===== src/aq_pkg.sv =====
package aq_pkg;

    //////////////////////////////
    // Basic widths
    //////////////////////////////
    typedef logic [15:0] addr_t;    // CPU address
    typedef logic [7:0]  data_t;    // Data byte
    typedef logic [5:0]  page_t;    // 16 KB page in the 1 MB space

    // One banking register as seen on ports F0-F3
    typedef struct packed {
        logic  ro;          // Writes blocked
        logic  overlay;     // System RAM at 3800-3FFF
        page_t page;
    } bank_reg_t;

    // Index 0 is window 0000-3FFF
    typedef bank_reg_t [3:0] bank_regs_t;

    // Z80 bus request, strobes active low
    typedef struct packed {
        addr_t addr;
        logic  mreq_n;
        logic  iorq_n;
        logic  rd_n;
        logic  wr_n;
    } cpu_bus_t;

    // Chip selects and bank address for the external memories
    typedef struct packed {
        logic       ram_ce_n;
        logic       rom_ce_n;
        logic       we_n;
        logic [4:0] ba;
    } mem_sel_t;

    // Row i lives in keys[i], a low bit is a pressed key
    typedef logic [7:0][7:0] keys_t;

    //////////////////////////////
    // I/O ports
    //////////////////////////////
    localparam data_t IO_BANK0     = 8'hF0;    // F0-F3 are the four bank registers
    localparam data_t IO_CASSETTE  = 8'hFC;
    localparam data_t IO_VSYNC_CPM = 8'hFD;
    localparam data_t IO_PRINTER   = 8'hFE;
    localparam data_t IO_KEYB      = 8'hFF;

    // Bank register values after reset
    localparam data_t BANK0_RESET = 8'hC0;     // RO + overlay, page 0 (boot ROM)
    localparam data_t BANK1_RESET = 8'h21;     // Page 33
    localparam data_t BANK2_RESET = 8'h22;     // Page 34
    localparam data_t BANK3_RESET = 8'h13;     // Page 19

endpackage

===== src/aq_bus_top.sv =====
`timescale 1ns/1ps

module aq_bus_top
    import aq_pkg::*;
#(
    parameter int SYNC_STAGES = 3
) (
    input  logic       sysclk,
    input  logic       reset,

    // Z80 bus
    input  addr_t      addr,
    input  logic       mreq_n,
    input  logic       iorq_n,
    input  logic       rd_n,
    input  logic       wr_n,
    input  data_t      data_in,
    output data_t      data_out,
    output logic       data_oe,

    // Peripherals
    input  keys_t      keys,
    input  logic       cassette_in,
    input  logic       printer_in,
    output logic       cassette_out,
    output logic       printer_out,

    // External memory
    output logic       ram_ce_n,
    output logic       rom_ce_n,
    output logic       we_n,
    output logic [4:0] ba
);

    cpu_bus_t   bus;
    logic       bus_write;
    data_t      wrdata;
    data_t      key_data;
    bank_regs_t banks;
    mem_sel_t   mem_sel;

    assign bus = '{addr: addr, mreq_n: mreq_n, iorq_n: iorq_n, rd_n: rd_n, wr_n: wr_n};

    //////////////////////////////
    // Bus side
    //////////////////////////////
    bus_sync #(
        .SYNC_STAGES(SYNC_STAGES)
    ) bus_sync (
        .sysclk   (sysclk),
        .reset    (reset),
        .bus      (bus),
        .data_in  (data_in),
        .bus_read (),             // No read side effects yet
        .bus_write(bus_write),
        .wrdata   (wrdata)
    );

    io_ctrl io_ctrl (
        .sysclk      (sysclk),
        .reset       (reset),
        .bus         (bus),
        .bus_write   (bus_write),
        .wrdata      (wrdata),
        .key_data    (key_data),
        .cassette_in (cassette_in),
        .printer_in  (printer_in),
        .banks       (banks),
        .cassette_out(cassette_out),
        .printer_out (printer_out),
        .data_out    (data_out),
        .data_oe     (data_oe)
    );

    //////////////////////////////
    // Decoders
    //////////////////////////////
    mem_map mem_map (
        .bus    (bus),
        .banks  (banks),
        .mem_sel(mem_sel)
    );

    keyboard_matrix keyboard_matrix (
        .row_sel (bus.addr[15:8]),
        .keys    (keys),
        .key_data(key_data)
    );

    assign ram_ce_n = mem_sel.ram_ce_n;
    assign rom_ce_n = mem_sel.rom_ce_n;
    assign we_n     = mem_sel.we_n;
    assign ba       = mem_sel.ba;

endmodule


===== src/keyboard_matrix.sv =====
`timescale 1ns/1ps

module keyboard_matrix
    import aq_pkg::*;
(
    input  data_t row_sel,     // A15-A8 of the port FF read
    input  keys_t keys,
    output data_t key_data
);

    // Active low on both sides, so pressed keys in any selected row pull the bit low
    always_comb begin
        key_data = 8'hFF;      // No row selected
        for (int i = 0; i < 8; i++) begin
            if (!row_sel[i]) begin
                key_data = key_data & keys[i];
            end
        end
    end

endmodule


===== src/mem_map.sv =====
`timescale 1ns/1ps

module mem_map
    import aq_pkg::*;
(
    input  cpu_bus_t   bus,
    input  bank_regs_t banks,
    output mem_sel_t   mem_sel
);

    bank_reg_t bank;
    logic      mreq;
    logic      cpu_wr;
    logic      sel_sysram;
    logic      allow_sel_mem;
    logic      sel_rom;
    logic      sel_ram;

    //////////////////////////////
    // Window and page decode
    //////////////////////////////
    always_comb begin
        bank   = banks[bus.addr[15:14]];   // One register per 16 KB window
        mreq   = !bus.mreq_n;
        cpu_wr = !bus.wr_n;

        // Top 2 KB of a window with overlay on
        sel_sysram = mreq && bank.overlay && bus.addr[13:11] == 3'b111;

        // RO bank swallows writes to its page
        allow_sel_mem = mreq && !sel_sysram && !(cpu_wr && bank.ro);

        sel_rom = allow_sel_mem && bank.page[5:4] == 2'b00;     // Pages 0-15
        sel_ram = (allow_sel_mem && bank.page[5]) || sel_sysram; // Pages 32-63
        // Pages 16-31 select nothing

        mem_sel.ram_ce_n = !sel_ram;
        mem_sel.rom_ce_n = !sel_rom;

        // RO writes were already dropped in allow_sel_mem
        mem_sel.we_n = !(cpu_wr && (sel_ram || sel_rom));

        // System RAM sits at the start of page 32
        mem_sel.ba = sel_sysram ? 5'd0 : bank.page[4:0];
    end

endmodule


===== src/io_ctrl.sv =====
`timescale 1ns/1ps

module io_ctrl
    import aq_pkg::*;
(
    input  logic       sysclk,
    input  logic       reset,

    input  cpu_bus_t   bus,
    input  logic       bus_write,
    input  data_t      wrdata,

    input  data_t      key_data,
    input  logic       cassette_in,
    input  logic       printer_in,

    output bank_regs_t banks,
    output logic       cassette_out,
    output logic       printer_out,

    output data_t      data_out,
    output logic       data_oe
);

    data_t port;

    logic  sel_io;
    logic  sel_bank;
    logic  sel_cassette;
    logic  sel_vsync_cpm;
    logic  sel_printer;
    logic  sel_keyb;
    logic  sel_mapped;

    //////////////////////////////
    // Port decode
    //////////////////////////////
    assign port   = bus.addr[7:0];     // Z80 puts the port on A7-A0
    assign sel_io = !bus.iorq_n;

    // Four consecutive bank ports, low two bits pick the register
    assign sel_bank      = sel_io && port[7:2] == IO_BANK0[7:2];
    assign sel_cassette  = sel_io && port == IO_CASSETTE;
    assign sel_vsync_cpm = sel_io && port == IO_VSYNC_CPM;   // Reads zero, writes dropped
    assign sel_printer   = sel_io && port == IO_PRINTER;
    assign sel_keyb      = sel_io && port == IO_KEYB;        // Read only

    assign sel_mapped = sel_bank | sel_cassette | sel_vsync_cpm | sel_printer | sel_keyb;

    //////////////////////////////
    // Registers
    //////////////////////////////
    always_ff @(posedge sysclk or posedge reset) begin
        if (reset) begin
            banks[0]     <= bank_reg_t'(BANK0_RESET);
            banks[1]     <= bank_reg_t'(BANK1_RESET);
            banks[2]     <= bank_reg_t'(BANK2_RESET);
            banks[3]     <= bank_reg_t'(BANK3_RESET);
            cassette_out <= 1'b0;
            printer_out  <= 1'b0;
        end else if (bus_write) begin
            if (sel_bank) begin
                banks[port[1:0]] <= bank_reg_t'(wrdata);
            end
            if (sel_cassette) begin
                cassette_out <= wrdata[0];
            end
            if (sel_printer) begin
                printer_out <= wrdata[0];
            end
        end
    end

    //////////////////////////////
    // Read data
    //////////////////////////////
    always_comb begin
        data_out = 8'h00;
        if (sel_bank) begin
            data_out = data_t'(banks[port[1:0]]);
        end
        if (sel_cassette) begin
            data_out = {7'b0, cassette_in};
        end
        if (sel_printer) begin
            data_out = {7'b0, printer_in};
        end
        if (sel_keyb) begin
            data_out = key_data;    // Rows picked by A15-A8
        end
        // FD has no source here and stays zero
    end

    // Only drive the CPU data bus for our own ports
    assign data_oe = !bus.rd_n && sel_mapped;

    //////////////////////////////
    // Checks
    //////////////////////////////

    // Register update must land while the CPU still holds its write strobe
    a_write_in_cycle : assert property (
        @(posedge sysclk) disable iff (reset)
        bus_write && sel_mapped |-> !bus.wr_n
    );

endmodule


===== src/bus_sync.sv =====
`timescale 1ns/1ps

module bus_sync
    import aq_pkg::*;
#(
    parameter int SYNC_STAGES = 3
) (
    input  logic     sysclk,
    input  logic     reset,

    input  cpu_bus_t bus,
    input  data_t    data_in,

    output logic     bus_read,
    output logic     bus_write,
    output data_t    wrdata
);

    // Strobe history, bit 0 is the newest sample
    logic [SYNC_STAGES-1:0] rd_sync;
    logic [SYNC_STAGES-1:0] wr_sync;

    //////////////////////////////
    // Strobe synchronisers
    //////////////////////////////
    always_ff @(posedge sysclk or posedge reset) begin
        if (reset) begin
            rd_sync <= '1;      // Idle bus
            wr_sync <= '1;
        end else begin
            rd_sync <= {rd_sync[SYNC_STAGES-2:0], bus.rd_n};
            wr_sync <= {wr_sync[SYNC_STAGES-2:0], bus.wr_n};
        end
    end

    // Falling edge seen on the two oldest stages
    assign bus_read  = rd_sync[SYNC_STAGES-1 -: 2] == 2'b10;
    assign bus_write = wr_sync[SYNC_STAGES-1 -: 2] == 2'b10;

    // Data byte tracks the bus while the write strobe is low
    always_ff @(posedge sysclk) begin
        if (!bus.wr_n) begin
            wrdata <= data_in;
        end
    end

    //////////////////////////////
    // Checks
    //////////////////////////////

    // A Z80 never drives RD and WR in the same cycle
    a_no_rd_wr_pulse : assert property (
        @(posedge sysclk) disable iff (reset)
        !(bus_read && bus_write)
    );

endmodule


===== config.mk =====
export PLATFORM = sky130hd
export DESIGN_NAME = aq_bus_top
export DESIGN_NICKNAME = d
export VERILOG_FILES = /design/src/aq_pkg.sv /design/src/aq_bus_top.sv /design/src/keyboard_matrix.sv /design/src/mem_map.sv /design/src/io_ctrl.sv /design/src/bus_sync.sv
export SDC_FILE = /design/constraint.sdc
export NUM_CORES = 1
export LEC_CHECK = 0
export BUFFER_PORTS_ARGS = -buffer_cell sky130_fd_sc_hd__buf_2
export CORE_MARGIN = 1
export CORE_UTILIZATION = 38
export CTS_CLUSTER_DIAMETER = 30
export CTS_CLUSTER_SIZE = 40
export DETAILED_ROUTE_END_ITERATION = 6
export GPL_TIMING_DRIVEN = 1
export PLACE_DENSITY = 0.6
export SLEW_MARGIN = 20
export SYNTH_ARGS = -nofsm -noshare
export SYNTH_HDL_FRONTEND = slang
export SYNTH_HIERARCHICAL = 1
export SYNTH_SLANG_ARGS = --single-unit

===== constraint.sdc =====
create_clock -name sysclk -period 2.1 [get_ports sysclk]
set_clock_uncertainty 0.15 [all_clocks]
set_input_delay 0.21 -clock sysclk [delete_from_list [all_inputs] [get_ports sysclk]]
set_output_delay 0.21 -clock sysclk [all_outputs]
set_load 0.1 [all_outputs]

[Word level (Yosys, flattened, before mapping)]
Cells that the tools add are included.
Word-level totals
  flip-flop bits (word level): 45
  word-level logic and storage cells: 87
  input bits: 96
  output and inout bits: 19
Cells by class
  $lt $le $gt $ge: 3
  equal/unequal tests: 7
  reduce and logical (&&, ||, !) cells: 30
  bitwise operators: 11
  multiplexer cells: 20
Operators by type and width (number)
  $mux 8: 15
  $and 8x8->8: 7
  $bmux 8 s2: 2
  $bwmux 32: 1
  $eq 8x8->1 const B: 4
  $demux 8 s2: 1
  $logic_and 1x1->1: 15
  $logic_not 1->1: 9
  $eq 6x6->1 const B: 1
  $lt 2x3->1 const B: 2
  $reduce_and 2->1: 3
  $mux 5: 1
  $or 1x1->1: 4
  $eq 3x3->1 const B: 1
  $eq 2x2->1 const B: 1
  $ge 2x1->1 const B: 1
  $logic_not 2->1: 1
  $logic_or 1x1->1: 2

[Logic depth before layout (Yosys ltp)]
  word-level depth: 16
  depth in mapped cells: 6
  depth with buffers taken out: 5

[By module]
Netlist, hierarchy kept.
By module, submodules not included
  io_ctrl: area an instance 1918.1 µm², cells an instance 128, seq. area each 862.1 µm², instances 1
  bus_sync: area an instance 432.9 µm², cells an instance 18, seq. area each 397.9 µm², instances 1
  keyboard_matrix: area an instance 346.6 µm², cells an instance 48, seq. area each 0.0 µm², instances 1
  mem_map: area an instance 340.3 µm², cells an instance 25, seq. area each 0.0 µm², instances 1

[Worst setup path after synthesis]
OpenSTA, ideal clock, no wires.
  path kind: register -> output
  start point: register, netlist name io_ctrl/banks[30]
  end point: output port we_n
  cell stages (with the launch flop): 5
  slack: -906 ps
  buffers on the path: 1
  arrival: 2646 ps
  data required time: 1740 ps
  path through: dfrtp_1 -> mux4_2 -> and4_4 -> buf_6 -> a22oi_1
Between the ends
  longest elaborated chain between the ends: 12
  elaborated cells on any way between the ends: 13
  those cells by class: mux (2); reduce/logical (11)
Ends and longest elaborated chain
  $bmux 8 s2 (*): line mem_map.sv:23  | bank = banks[bus.addr[15:14]];
  $mux 8 (implied by the code) (*): line mem_map.sv:23
  $logic_and 1x1->1 (*) (2 in series): line mem_map.sv:28  | sel_sysram = mreq && bank.overlay && bus.addr[13:11] == 3'b111;
  $logic_not 1->1: line mem_map.sv:31  | allow_sel_mem = mreq && !sel_sysram && !(cpu_wr && bank.ro);
  $logic_and 1x1->1 (2 in series): line mem_map.sv:31
  $logic_and 1x1->1: line mem_map.sv:34  | sel_ram = (allow_sel_mem && bank.page[5]) || sel_sysram;
  $logic_or 1x1->1: line mem_map.sv:34
  $logic_or 1x1->1 (*): line mem_map.sv:41  | mem_sel.we_n = !(cpu_wr && (sel_ram || sel_rom));
  $logic_and 1x1->1 (*): line mem_map.sv:41
  $logic_not 1->1 (*): line mem_map.sv:41
  to (decl): line aq_bus_top.sv:31  | output logic we_n,
Mark *: on every way between the ends. The rest lies on a longest branch, timed or not. The select of a mux whose other input is x is not followed.

[Worst setup path in the final report]
  start point: register, netlist name io_ctrl/banks[31]
  end point: output port rom_ce_n
Between the ends
  longest elaborated chain between the ends: 7
Ends and longest elaborated chain
  $bmux 8 s2: line mem_map.sv:23
  $mux 8 (implied by the code): line mem_map.sv:23
  $logic_and 1x1->1: line mem_map.sv:31
  $logic_not 1->1: line mem_map.sv:31
  $logic_and 1x1->1: line mem_map.sv:31
  $logic_and 1x1->1: line mem_map.sv:33  | sel_rom = allow_sel_mem && bank.page[5:4] == 2'b00;
  $logic_not 1->1: line mem_map.sv:38  | mem_sel.rom_ce_n = !sel_rom;
  to (decl): line aq_bus_top.sv:30  | output logic rom_ce_n,
No other way between the ends. The select of a mux whose other input is x is not followed.

==> impl_metrics.yaml <==
outcome:
  status: "finished with violations"
  failed_checks: "negative setup slack"
route:
  viasPerCell: 5.24
  drt_first_pass_iters: 4
  via_count: 2396
  routed_wirelength_um: 8030
  drt_iter0_drc: 82
  antenna_left: 0
  drt-wirelength-per-cell_um: 17.6
  detail_route.drc_violations: 0
placed_design:
  detailedPlace.worstSlack_ns: -0.230
  numPortBuffers: 114
  globalplace.congestion: 0.804
  placed_cells_incl_taps: 438
  place_hpwl_um: 6250
timing:
  post-route-min-period_ns: 2.41
  finalSetupViolations: 8
  highest_clock_rate_mhz: 415
  final_min_period_over_clock_period: 1.15
  post-route-worst-setup-slack_ns: -0.307
  tightest_pin_transition_ns: 0.486
  unrepaired_setup_endpoints_after_global_routing: "true"
  final_hold_violation_count: 0
  timing.final.max_slew_violations: 0
  slew_headroom: 0.678
floorplan:
  placeable_core_area_sq_um: 7370
  core.rowCount: 31
  die_w_um: 90.0
  die_area_sq_um: 8110
  top_level_ports: 115
  dieHeight_um: 90.0
  initial_utilization: 0.400
setup_path:
  worst-endpoint-arrival_ns: 2.05
  cpPeakStageDelay_ns: 0.52
  crit_type: "reg -> out"
  worst-path-max-fanout: 2
  timing.critical_path.cells: "mux4_2 -> a21oi_2 -> or4b_4 -> buf_12"
  worstSetupEndpointType: "output pin"
  worst-endpoint-required_ns: 1.74
  cpLargestDelayFamily: "multiplexers"
  crit_slowest_cell: "sky130_fd_sc_hd__mux4_2"
  worst-path-buf-inv: 1
  worst_setup_sp_type: "flop"
global_routing:
  grt_start_max_net_pins: 35
  grt_use_met3: 0.0398
  globalRouteMet1Util: 0.266
  top_usage_layer: "met2"
  first_global_vias: 2486
  antenna_violations_before_repair: 0
  global_route.usage.total: 0.207
  grt_first_pass_wirelength_um: 13200
  overflow: 0
  met2_usage: 0.364
cts:
  clkTransAtPathRegs_ns: 0.09
  htree_num_levels: 2
  clock_tree_from_tritoncts: "done"
  cts_buffers: 5
  cts.sinks: 45
  cts_root_buf: "sky130_fd_sc_hd__clkbuf_8"
  cts.path.max_buffers: 2
  clock_latency_at_the_later_pin_of_the_worst_skew_pair_ns: 0.30
logic_synthesis:
  syn_inst: 215
  netlist_area_sq_um: 2950
  synth.yosys.warnings: 6
  postSynthNetCount: 311
  syn-mean-instance-area_sq_um: 13.7
final_layout:
  fraction_of_final_layout_cells_sized_beyond_drive_strength_1: 0.693
  fin_nets: 453
  post_layout_nonfiller_instances: 457
  n_antenna_cell: 0
  synthToLayoutAreaGrowth_pct: 46.5
power:
  p_int_uw: 1530
  seq_power_share: 0.461
  power.static_leakage_uw: 0.00200
  share_of_total_power_in_combinational_logic: 0.187
  switching_share: 0.250
  vdd_drop_max_mv: 0.379
  power-per-cell-area_nw_per_um2: 474
  p_clk_frac: 0.351
  total_switching_power_uw: 510
min_path:
  hold_path_class: "reg -> reg"
job:
  cap_viol_max_count: 0
==> cell type report <==
cell class	instances	area (sq um)
well taps	99	124
clock inverters	2	35.0
inverters	5	18.8
flip-flops and latches	45	1180
fillers	631	3060
repair buffers	153	1180
multi-input cells	147	1690
clock buffers	6	93.8
==> flip-flops by register name, indices dropped and copies added, names as in the netlist <==
| name | count |
|---|---|
| io_ctrl/printer_out | 1 |
| bus_sync/wrdata | 8 |
| io_ctrl/banks | 32 |
| bus_sync/wr_sync | 3 |
| io_ctrl/cassette_out | 1 |
==> per-layer routing <==
metal	wire [um]	share of wire
met5	0	0
met3	455	0.057
met4	61	0.0076
met1	3350	0.42
met2	4160	0.52
==> power groups by stage <==
stage / clock network, uW / logic (uW) / registers (uW)
after detailed placement: 0 / 359 / 960
after CTS: 736 / 380 / 943
final: 718 / 383 / 943
after floorplan: 0 / 203 / 956
after global routing: 775 / 412 / 947
after global placement: 0 / 355 / 957
==> what timing repair did <==
| action | in CTS | in global routing |
|---|---|---|
| buffers inserted | 2 | 1 |
| gates cloned | 0 | 0 |
| hold buffers | 10 | 0 |
| gates resized for setup | 11 | 15 |
| hold endpoints to repair | 37 | 0 |
| pin swaps | 4 | 6 |
| endpoints found under the setup margin | 9 | 13 |
==> worst reg2reg max path, cell delays in order (launching register included) <==
cell and delay, ns:
sky130_fd_sc_hd__dfstp_2 0.52, sky130_fd_sc_hd__nor2b_4 0.29, sky130_fd_sc_hd__and4_4 0.42, sky130_fd_sc_hd__mux2_4 0.32
==> cell usage in the layout (no fill, tap or decap), types with 6 or more instances in the layout <==
cell type	instances
sky130_fd_sc_hd__buf_6	6
sky130_fd_sc_hd__o22ai_1	32
sky130_fd_sc_hd__buf_4	22
sky130_fd_sc_hd__dfstp_2	12
sky130_fd_sc_hd__mux2_4	33
sky130_fd_sc_hd__buf_12	17
sky130_fd_sc_hd__dfrtp_1	25
sky130_fd_sc_hd__mux4_2	10
sky130_fd_sc_hd__nor4_2	8
sky130_fd_sc_hd__dlygate4sd3_1	10
sky130_fd_sc_hd__edfxtp_1	8
sky130_fd_sc_hd__nor2_2	8
sky130_fd_sc_hd__buf_2	96
==> worst paths after layout <==
kind                       cells past startpoint  slack (ns)                   to           startpoint
setup / recovery                               4       -0.31             rom_ce_n    io_ctrl/banks[31]
hold / removal                                 0        0.22  bus_sync/wr_sync[1]  bus_sync/wr_sync[0]
setup reg to reg                               3        0.27    io_ctrl/banks[27]  bus_sync/wr_sync[2]
hold reg to reg                                0        0.22  bus_sync/wr_sync[1]  bus_sync/wr_sync[0]
max in group asynchronous                      4        1.06    io_ctrl/banks[17]                reset
min in group asynchronous                      3        0.36  bus_sync/wr_sync[2]                reset
==> through the flow <==
step / cell area (sq um) / setup TNS, ns / hold slack [ns] / utilization / power (uW)
after global placement: 3990 / -0.172 / 0.117 / 0.542 / 1310
after detailed placement: 3990 / -0.235 / 0.136 / 0.542 / 1320
after floorplan: 2980 / -1.97 / -0.00671 / - / 1160
after CTS: 4260 / -1.16 / 0.216 / 0.578 / 2060
final: 4310 / -1.14 / 0.216 / 0.585 / 2040
after global routing: 4310 / -1.69 / 0.222 / 0.585 / 2130
Note: power is estimated with default switching activity, not from simulation.
